## src/verilog/sdram_ctrl_defs.svh

```systemverilog
/*
 * Chip dimensions, refresh interval and mode register value for the SDRAM
 * controller. Include in any package or module that needs them.
 */
`ifndef SDRAM_CTRL_DEFS_SVH
`define SDRAM_CTRL_DEFS_SVH

// Chip geometry for 4 banks of 8K rows by 1K columns
`define SDRAM_BANK_W 2
`define SDRAM_ROW_W 13
`define SDRAM_COL_W 10

// Data bus width
`define SDRAM_DATA_W 16

// Idle cycles before an auto-refresh is forced
`define SDRAM_REFRESH_IDLE_CYCLES 32

// Read latency in clocks
`define SDRAM_CAS_LATENCY 2

// Mode register word: write burst mode and op mode zero, CAS latency in
// A6..A4, interleaved burst type on A3, burst length 1 in A2..A0
`define SDRAM_MODE_WORD {6'b000000, 3'(`SDRAM_CAS_LATENCY), 1'b1, 3'b000}

`endif
```

## src/verilog/sdram_ctrl_pkg.sv

```systemverilog
/*
 * Types shared by the SDRAM controller blocks and the testbench.
 * Import with a wildcard in the module header.
 */
`include "sdram_ctrl_defs.svh"

package sdram_ctrl_pkg;

    // User command code
    typedef enum logic [1:0] {
        cmd_nop   = 2'b00,
        cmd_read  = 2'b01,
        cmd_write = 2'b10
    } user_cmd_e;

    typedef enum logic [4:0] {
        st_reset,
        st_init_nop0,
        st_init_precharge,
        st_init_ref0,
        st_init_nop1,
        st_init_ref1,
        st_init_nop2,
        st_init_load,
        st_init_nop3,
        st_rd_initial,
        st_rd_active,
        st_rd_cmd,
        st_rd_nop,
        st_rd_data,
        st_wr_initial,
        st_wr_active,
        st_wr_cmd,
        st_wr_nop,
        st_ref_initial,
        st_ref_nop0,
        st_ref_auto,
        st_ref_nop1,
        st_ref_nop2,
        st_ref_done,
        st_idle
    } sdram_step_e;

    // User word address, bank in the top bits
    typedef struct packed {
        logic [`SDRAM_BANK_W-1:0] bank;
        logic [`SDRAM_ROW_W-1:0]  row;
        logic [`SDRAM_COL_W-1:0]  col;
    } user_addr_t;

    // Column command layout, A10 selects auto-precharge
    typedef struct packed {
        logic [`SDRAM_ROW_W-`SDRAM_COL_W-2:0] spare;
        logic                                 auto_pre;
        logic [`SDRAM_COL_W-1:0]              column;
    } sdram_col_view_t;

    typedef union packed {
        logic [`SDRAM_ROW_W-1:0] row_view;
        sdram_col_view_t         col_view;
    } sdram_a_bus_u;

endpackage

```

## src/verilog/sdram_ctrl.sv

```systemverilog
/*
 * Top level of the single-port SDR SDRAM controller. User commands are
 * taken while valid is high; the chip side has separate data in, data out
 * and output enable for an external or board-level tristate.
 */
`timescale 1ns/1ps
`include "sdram_ctrl_defs.svh"

module sdram_ctrl
    import sdram_ctrl_pkg::*;
(
    input  logic                     clk,
    input  logic                     rst,
    input  user_cmd_e                cmd,
    input  user_addr_t               addr,
    input  logic [`SDRAM_DATA_W-1:0] wr_data,
    input  logic                     ready,
    output logic                     valid,
    output logic [`SDRAM_DATA_W-1:0] rd_data,

    output logic [`SDRAM_BANK_W-1:0] dram_ba,
    output logic [`SDRAM_ROW_W-1:0]  dram_a,
    output logic                     dram_ras_n,
    output logic                     dram_cas_n,
    output logic                     dram_we_n,
    output logic                     dram_dqm,
    output logic [`SDRAM_DATA_W-1:0] dram_dq_out,
    output logic                     dram_dq_oe,
    input  logic [`SDRAM_DATA_W-1:0] dram_dq_in
);

    sdram_step_e step;
    logic        accept;
    user_addr_t  addr_q;

    sdram_sequencer i_sequencer (
        .clk    (clk),
        .rst    (rst),
        .ready  (ready),
        .cmd    (cmd),
        .step   (step),
        .accept (accept),
        .valid  (valid)
    );

    sdram_datapath i_datapath (
        .clk         (clk),
        .rst         (rst),
        .accept      (accept),
        .step        (step),
        .addr        (addr),
        .wr_data     (wr_data),
        .dram_dq_in  (dram_dq_in),
        .addr_q      (addr_q),
        .dram_dq_out (dram_dq_out),
        .rd_data     (rd_data)
    );

    sdram_cmd_encoder i_encoder (
        .step       (step),
        .addr_q     (addr_q),
        .dram_ba    (dram_ba),
        .dram_a     (dram_a),
        .dram_ras_n (dram_ras_n),
        .dram_cas_n (dram_cas_n),
        .dram_we_n  (dram_we_n),
        .dram_dqm   (dram_dqm),
        .dram_dq_oe (dram_dq_oe)
    );

endmodule

```

## src/verilog/sdram_cmd_encoder.sv

```systemverilog
/*
 * Combinational decode of the current step into SDRAM command pins, bank
 * and address bus, data mask and write-data enable.
 */
`timescale 1ns/1ps
`include "sdram_ctrl_defs.svh"

module sdram_cmd_encoder
    import sdram_ctrl_pkg::*;
(
    input  sdram_step_e              step,
    input  user_addr_t               addr_q,
    output logic [`SDRAM_BANK_W-1:0] dram_ba,
    output logic [`SDRAM_ROW_W-1:0]  dram_a,
    output logic                     dram_ras_n,
    output logic                     dram_cas_n,
    output logic                     dram_we_n,
    output logic                     dram_dqm,
    output logic                     dram_dq_oe
);

    // RAS_n, CAS_n, WE_n
    localparam logic [2:0] sdr_nop       = 3'b111;
    localparam logic [2:0] sdr_active    = 3'b011;
    localparam logic [2:0] sdr_read      = 3'b101;
    localparam logic [2:0] sdr_write     = 3'b100;
    localparam logic [2:0] sdr_precharge = 3'b010;
    localparam logic [2:0] sdr_refresh   = 3'b001;
    localparam logic [2:0] sdr_load_mode = 3'b000;

    logic [2:0]   cmd_code;
    sdram_a_bus_u a_bus;
    logic         power_up;

    assign power_up = step inside {st_reset, st_init_nop0, st_init_precharge,
                                   st_init_ref0, st_init_nop1, st_init_ref1,
                                   st_init_nop2, st_init_load, st_init_nop3};

    // Mask stays up until the chip is configured and around the refresh
    assign dram_dqm = power_up || (step == st_ref_auto);

    always_comb begin
        cmd_code = sdr_nop;
        dram_ba = '0;
        a_bus = '0;
        dram_dq_oe = 1'b0;
        case (step)
            st_init_precharge: begin
                cmd_code = sdr_precharge;
                // A10 high selects all banks
                a_bus.col_view.auto_pre = 1'b1;
            end
            st_init_ref0, st_init_ref1, st_ref_auto: begin
                cmd_code = sdr_refresh;
            end
            st_init_load: begin
                cmd_code = sdr_load_mode;
                a_bus.row_view = `SDRAM_MODE_WORD;
            end
            st_rd_active, st_wr_active: begin
                cmd_code = sdr_active;
                dram_ba = addr_q.bank;
                a_bus.row_view = addr_q.row;
            end
            st_rd_cmd: begin
                cmd_code = sdr_read;
                dram_ba = addr_q.bank;
                a_bus.col_view.auto_pre = 1'b1;
                a_bus.col_view.column = addr_q.col;
            end
            st_wr_cmd: begin
                cmd_code = sdr_write;
                dram_ba = addr_q.bank;
                a_bus.col_view.auto_pre = 1'b1;
                a_bus.col_view.column = addr_q.col;
                dram_dq_oe = 1'b1;
            end
            default: begin
                cmd_code = sdr_nop;
            end
        endcase
    end

    assign {dram_ras_n, dram_cas_n, dram_we_n} = cmd_code;
    assign dram_a = a_bus;

endmodule

```

## src/verilog/sdram_datapath.sv

```systemverilog
/*
 * Data side of the SDRAM controller. Holds the address and write word of
 * the accepted command for the whole operation and captures the read word
 * from the chip in the read data step.
 */
`timescale 1ns/1ps
`include "sdram_ctrl_defs.svh"

module sdram_datapath
    import sdram_ctrl_pkg::*;
(
    input  logic                     clk,
    input  logic                     rst,
    input  logic                     accept,
    input  sdram_step_e              step,
    input  user_addr_t               addr,
    input  logic [`SDRAM_DATA_W-1:0] wr_data,
    input  logic [`SDRAM_DATA_W-1:0] dram_dq_in,
    output user_addr_t               addr_q,
    output logic [`SDRAM_DATA_W-1:0] dram_dq_out,
    output logic [`SDRAM_DATA_W-1:0] rd_data
);

    // User inputs may change right after the accepting edge
    always_ff @(posedge clk) begin
        if (accept) begin
            addr_q <= addr;
            dram_dq_out <= wr_data;
        end
    end

    // Chip drives the word CAS latency after the read command
    always_ff @(posedge clk) begin
        if (rst) begin
            rd_data <= '0;
        end else if (step == st_rd_data) begin
            rd_data <= dram_dq_in;
        end
    end

endmodule

```

## src/verilog/sdram_sequencer.sv

```systemverilog
/*
 * Step machine of the SDRAM controller. Walks the power-up chain after
 * reset, then waits in idle for single-word reads and writes and starts
 * an auto-refresh after a fixed run of idle cycles.
 */
`timescale 1ns/1ps
`include "sdram_ctrl_defs.svh"

module sdram_sequencer
    import sdram_ctrl_pkg::*;
(
    input  logic        clk,
    input  logic        rst,
    input  logic        ready,
    input  user_cmd_e   cmd,
    output sdram_step_e step,
    output logic        accept,
    output logic        valid
);

    localparam int refresh_cnt_w = $clog2(`SDRAM_REFRESH_IDLE_CYCLES + 1);

    sdram_step_e              step_next;
    logic [refresh_cnt_w-1:0] refresh_cnt;
    logic                     take_read;
    logic                     take_write;
    logic                     refresh_due;

    assign valid = (step == st_idle);

    // Read has priority over write
    assign take_read = valid && ready && (cmd == cmd_read);
    assign take_write = valid && ready && (cmd == cmd_write);
    assign accept = take_read || take_write;

    assign refresh_due = (refresh_cnt == '0);

    always_ff @(posedge clk) begin
        if (rst) begin
            step <= st_reset;
        end else begin
            step <= step_next;
        end
    end

    // Reloads on every non-idle step, so only consecutive idle cycles count
    always_ff @(posedge clk) begin
        if (rst || step != st_idle) begin
            refresh_cnt <= refresh_cnt_w'(`SDRAM_REFRESH_IDLE_CYCLES);
        end else begin
            refresh_cnt <= refresh_cnt - 1'b1;
        end
    end

    always_comb begin
        case (step)
            // Power-up chain
            st_reset:          step_next = st_init_nop0;
            st_init_nop0:      step_next = st_init_precharge;
            st_init_precharge: step_next = st_init_ref0;
            st_init_ref0:      step_next = st_init_nop1;
            st_init_nop1:      step_next = st_init_ref1;
            st_init_ref1:      step_next = st_init_nop2;
            st_init_nop2:      step_next = st_init_load;
            st_init_load:      step_next = st_init_nop3;
            st_init_nop3:      step_next = st_idle;

            st_rd_initial:     step_next = st_rd_active;
            st_rd_active:      step_next = st_rd_cmd;
            st_rd_cmd:         step_next = st_rd_nop;
            st_rd_nop:         step_next = st_rd_data;
            st_rd_data:        step_next = st_idle;

            st_wr_initial:     step_next = st_wr_active;
            st_wr_active:      step_next = st_wr_cmd;
            st_wr_cmd:         step_next = st_wr_nop;
            st_wr_nop:         step_next = st_idle;

            // Refresh has its own chain and never revisits power-up
            st_ref_initial:    step_next = st_ref_nop0;
            st_ref_nop0:       step_next = st_ref_auto;
            st_ref_auto:       step_next = st_ref_nop1;
            st_ref_nop1:       step_next = st_ref_nop2;
            st_ref_nop2:       step_next = st_ref_done;
            st_ref_done:       step_next = st_idle;

            st_idle: begin
                if (take_read) begin
                    step_next = st_rd_initial;
                end else if (take_write) begin
                    step_next = st_wr_initial;
                end else if (refresh_due) begin
                    step_next = st_ref_initial;
                end else begin
                    step_next = st_idle;
                end
            end

            default:           step_next = st_reset;
        endcase
    end

endmodule

```

## config.mk

```make
export PLATFORM = sky130hd
export DESIGN_NAME = sdram_ctrl
export DESIGN_NICKNAME = d
export VERILOG_FILES = /design/src/verilog/sdram_ctrl_pkg.sv /design/src/verilog/sdram_ctrl.sv /design/src/verilog/sdram_cmd_encoder.sv /design/src/verilog/sdram_datapath.sv /design/src/verilog/sdram_sequencer.sv
export VERILOG_INCLUDE_DIRS = /design/src /design/src/verilog
export SDC_FILE = /design/constraint.sdc
export NUM_CORES = 1
export LEC_CHECK = 0
export BUFFER_PORTS_ARGS = -buffer_cell sky130_fd_sc_hd__buf_2
export CORE_UTILIZATION = 35
export CTS_CLUSTER_DIAMETER = 200
export CTS_CLUSTER_SIZE = 25
export DETAILED_ROUTE_END_ITERATION = 8
export PLACE_DENSITY = 0.63
export SYNTH_ARGS = -nofsm -noshare
export SYNTH_HDL_FRONTEND = slang
export SYNTH_SLANG_ARGS = --single-unit
export TNS_END_PERCENT = 10
```

## constraint.sdc

```tcl
create_clock -name clk -period 3.25 [get_ports clk]
set_input_delay 0 -clock clk [delete_from_list [all_inputs] [get_ports clk]]
set_output_delay 0 -clock clk [all_outputs]
set_load 0.01 [all_outputs]
```

Word level (Yosys, flattened, before mapping)
Index checks and enable logic that the tools add are counted.
Storage, ports and cells
  flip-flop bits (word level): 68
  bits of input ports: 62
  logic and storage cells: 60
Cells by class
  add/sub/neg operators: 1
  equality and inequality tests: 27
  multiplexer cells: 10
  reductions and logical operators: 15
Operator list (number)
  one-hot mux 5 bit (22 select lines): 1
  equality test 5 bit (second input constant): 9
  equality test 5 x 4 -> 1 bit (second input constant): 8
  one-hot mux 10 bit (3 select lines): 1
  equality test 5 x 3 -> 1 bit (second input constant): 4
  one-hot mux 3 bit (6 select lines): 1
  equality test 5 x 2 -> 1 bit (second input constant): 2
  2-to-1 mux 5 bit: 2
  nonzero test 9 bit: 1
  OR reduction 4 bit: 2
  logical NOT 6 bit: 1
  OR reduction 3 bit: 2
  subtractor 6 x 1 -> 6 bit (second input constant): 1
  equality test 5 x 1 -> 1 bit (second input constant): 1
  logical NOT 5 bit: 1
  inequality test 5 bit (second input constant): 1
  2-to-1 mux 2 bit: 2
  2-to-1 mux 4 bit: 1
  OR reduction 2 bit: 2
  logical AND 1 bit: 3
  logical OR 1 bit: 3
  equality test 2 x 1 -> 1 bit (second input constant): 1
  equality test 2 bit (second input constant): 1
  one-hot mux 1 bit (2 select lines): 1
  2-to-1 mux 1 bit: 1

Depth between registers and ports, before layout
  depth in word-level cells: 6
  gate-level depth with buffers: 7

By module
Synthesis repeated with hierarchy kept, for this count alone.
Second synthesis, totals
  cell total of the unflattened synthesis: 248
  area total of the unflattened synthesis: 3076.7 µm²
Modules (own cells, without submodules)
  sdram_datapath: times used 1, cells an instance 111, area each 1986.9 µm², seq. area each 1551.5 µm²
  sdram_sequencer: times used 1, cells an instance 80, area each 681.9 µm², seq. area each 220.2 µm²
  sdram_cmd_encoder: times used 1, cells an instance 57, area each 407.9 µm², seq. area each 0.0 µm²

Worst setup path before layout
Ideal clock, no wire load.
  path type: reg-to-reg
  start point: register i_sequencer.step[0]
  end point: register i_datapath.addr_q[0] (netlist name)
  arrival time: 2.615 ns
  required time: 2.811 ns
  setup slack: 0.195 ns
  cell stages (with the launch flop): 5
  buffers on the path: 1
  period minus slack after synthesis: 3.055 ns
  cells stage by stage: dfxtp_1 -> buf_6 -> nor4b_4 -> nand2_1 -> nor2_1
Between the ends
  cells in the longest elaborated chain, start to end: 4
  elaborated cells on any way between the ends: 5
  classes of those cells: 1 x eq/ne; 4 x reduce/logical
Ends and longest elaborated chain
  start, declared: line sdram_sequencer.sv:16  | output sdram_step_e step,
  start signal, assigned: line sdram_sequencer.sv:40  | step <= st_reset;
  start signal, assigned: line sdram_sequencer.sv:42  | step <= step_next;
  equality test 5 bit *: line sdram_sequencer.sv:29  | assign valid = (step == st_idle);
  logical AND 1 bit *: line sdram_sequencer.sv:32, sdram_sequencer.sv:33
  logical AND 1 bit (on tied branches): line sdram_sequencer.sv:32, sdram_sequencer.sv:33
  logical OR 1 bit *: line sdram_sequencer.sv:34  | assign accept = take_read || take_write;
  via accept: line sdram_ctrl.sv:33  | logic accept;
The timed path passes the listed nets; every way through them passes the cells marked *.
A chain may end at the register's enable or synchronous reset.

Worst setup path in the final report
  start point: register i_sequencer.step[0]
  end point: output dram_ba[1]
Between the ends
  cells in the longest elaborated chain, start to end: 3
  elaborated cells on any way between the ends: 6
  classes of those cells: 4 x eq/ne; 1 x mux; 1 x reduce/logical
Ends and longest elaborated chain
  equality test 5 x 4 -> 1 bit / equality test 5 bit (equally long branches): line sdram_cmd_encoder.sv:47  | case (step)
  OR reduction 4 bit (no line) *
  2-to-1 mux 2 bit *: line sdram_cmd_encoder.sv:47
  end, declared: line sdram_ctrl.sv:21  | output logic [`SDRAM_BANK_W-1:0] dram_ba,
Every way passes the cells marked *; elsewhere a longest branch is shown, timed or not.

==> results.md <==
- Mapped Cells: 241
- Antenna diodes: 0
- Latest clock arrival within the worst-skew pair: 340 ps
- WL/cell: 13.7 um
- Ys async rst share: 0%
- First-pass GRT wire length: 11200 um
- CP arrival: 2240 ps
- Critical path endpoint category: output pin
- Core Box Area: 7690 sq um
- Worst hold path class: primary input to register
- Initial antenna violation count: 0
- Initial Util: 36.1%
- DR vias: 2382
- Final wirelength: 7070 um
- CP Launch Type: register
- Synth cell types: 49
- Die Width: 91.0 um
- Final HPWL DP: 4230 um
- Post-synthesis register bit count: 68
- DRC violations left: 0
- CTS Sinks: 68
- Nets: 473
- Peak supply drop: 0.000317 V
- Peak Freq: 446 MHz
- Critical Path RT: 3250 ps
- Fill cell count: 662
- Yosys warns: 0
- H-tree levels: 3
- Inserted Clock Buffers: 9
- Slew Viols, Final: 0
- Routability cong.: 0.767
- CP Class: register to output pin
- Sw power: 0.451 mW
- DRT Pass-1 Iters: 6
- PD cells: 439 nW/um^2
- RSZ-0062 raised after global routing: no
- Maximum buffer depth of the clock tree: 2
- Layout Cells excl Fill: 516
- Clock transition at path regs: 70 ps
- Synth Cell Area: 2770 sq um
- # port buffers: 114
- Synth Area per Inst: 11.5 sq um
- Final min period: 2240 ps
- Seq/Total Area, Yosys: 63.9%
- Total track usage: 17.6%
- I/O pins: 115
- Int Pwr: 1.39 mW
- Multi-input gate area: 900 sq um
- Number of synthesized flops with an enable pin: 41
- Top FF cell, synth: edfxtp_1
- Max-cap violations: 0
- Reg power frac: 51.1%
- Floorplan row count: 32
- Final TNS setup: 0 ps
- Number of global-route vias before repair: 2354
- Post-DRT Antenna Nets: 0
- Combinational power share: 9.3%
- Setup violators final: 0
- Inst Count DP: 443
- Layout cells sized above 1: 33.3%
- Final Hold Vio Count: 0
- Tcrit/Tclk final: 69.1%
- CP max FO: 19
- Static leakage: 1.74 nW
- Clock root cell: clkbuf_8
- Sw frac: 24.6%
- Via density per instance: 4.62
- Worst Tran Pin Value: 724 ps
- Grt total ovfl: 0
- Status: finished, final reports clean
- Worst Skew: 9.16 ps
- CTS tree: done
- Util after Layout: 54.4%
- Sequential cell area: 1770 sq um
- Synth Net Count: 305
- Die Y: 91.0 um
- Max-slew headroom: 51.6%
- Die ar.: 8290 sq um
- Clk pwr share: 39.6%
- 1st-iter DRT viols: 143
- Area Overhead vs Synth: 50.7%
- Largest net degree at the start of global routing: 42
- Min Hold Slack: 45.8 ps
## cells by family after synthesis
| group | after synthesis | synth area share, % |
|---|---|---|
| adder cells (fa/ha/maj) | 2 | 0.902 |
| flip-flops | 68 | 63.9 |
| AO/OA/AOI/OAI | 55 | 13.3 |
| multiplexers | 2 | 0.767 |
| buffers and inverters | 22 | 3.97 |
| XOR/XNOR | 6 | 1.89 |
| AND/OR/NAND/NOR | 86 | 15.3 |
## per-stage QoR
step | cell area (sq um) | power [mW] | setup WS [ps]
2_1_floorplan | 2770 | 1.02 | 195
3_3_place_gp | 3410 | 1.07 | 1200
3_5_place_dp | 3410 | 1.07 | 1090
4_1_cts | 4180 | 1.85 | 987
5_1_grt | 4180 | 1.90 | 851
6_report | 4180 | 1.84 | 1010
## power by group through the flow
stage / combinational [mW] / sequential (mW) / clock, mW
2_1_floorplan: 0.0781 / 0.941 / 0
3_3_place_gp: 0.113 / 0.959 / 0
3_5_place_dp: 0.115 / 0.959 / 0
4_1_cts: 0.168 / 0.939 / 0.744
5_1_grt: 0.185 / 0.941 / 0.770
6_report: 0.171 / 0.939 / 0.727
## repair_timing
action	CTS	global route
gates resized for setup	0	0
hold buffers	57	0
setup buffers	0	0
hold endpoints to repair	57	0
## cells in the final DEF, fill, tap and decap left out, drive strengths merged, types with 4 or more instances in the layout
cell type / instances
a21oi: 24
a22o: 8
buf: 116
clkbuf: 9
dfxtp: 27
dlygate4sd3: 57
edfxtp: 41
inv: 10
nand2: 44
nand2b: 4
nor2: 15
nor3: 4
o21ai: 4
## critical path, cell delays in order (launching register included)
cell     delay, ps
dfxtp_1        540
or4b_4         650
a21oi_4        340
nor2_1         100
nor2b_1        120
buf_2          150
## sequential cells by signal, indices dropped and copies added, names as in the netlist
signal,cells
i_sequencer.refresh_cnt,6
i_datapath.addr_q,25
i_datapath.dram_dq_out,16
i_sequencer.step,5
i_datapath.rd_data,16
## synthesized netlist by cell type (2+ instances only)
| master | instances | area (sq um) |
|---|---|---|
| nand2_1 | 44 | 165 |
| edfxtp_1 | 41 | 1230 |
| dfxtp_1 | 27 | 541 |
| a21oi_1 | 23 | 115 |
| nor2_1 | 15 | 56.3 |
| a22o_1 | 8 | 70.1 |
| clkbuf_1 | 6 | 22.5 |
| buf_2 | 5 | 25.0 |
| inv_1 | 5 | 18.8 |
| nand2b_1 | 4 | 25.0 |
| nor3_1 | 4 | 20.0 |
| o21ai_0 | 4 | 20.0 |
| a211oi_1 | 3 | 22.5 |
| a31oi_1 | 3 | 18.8 |
| nor3b_1 | 3 | 22.5 |
| xnor2_1 | 3 | 26.3 |
| xor2_1 | 3 | 26.3 |
| a221o_1 | 2 | 20.0 |
| and2_1 | 2 | 12.5 |
| buf_6 | 2 | 22.5 |
| clkbuf_2 | 2 | 10.0 |
| ha_1 | 2 | 25.0 |
| nor2b_1 | 2 | 12.5 |
| o22ai_1 | 2 | 12.5 |
| or3_1 | 2 | 12.5 |
## final cells by class
cell class	count	share of cell area, %
Clock buffer	9	2.96
Clock inverter	7	1.92
Inverter	6	0.539
Multi-Input combinational cell	151	21.5
Sequential cell	68	42.4
Tap cell	102	3.05
Timing Repair Buffer	173	27.6
## path summary, 6_finish.rpt
| kind | from | end | slack, ps | cells after the start |
|---|---|---|---|---|
| worst min register to register | i_datapath.rd_data[13] | i_datapath.rd_data[13] | 450 | 2 |
| worst min-delay path | cmd[0] | i_sequencer.step[0] | 50 | 4 |
| worst max-delay path | i_sequencer.step[0] | dram_ba[1] | 1010 | 5 |
| worst max register to register | i_sequencer.step[0] | i_datapath.rd_data[3] | 1100 | 4 |
## per-layer routing
metal,GRT usage [%],part of all wire (%)
met5,0,0
met4,7.41,1.5
met3,6.03,7.3
met2,29.5,50
met1,20.6,42
Power figures use the tool's default switching activity.
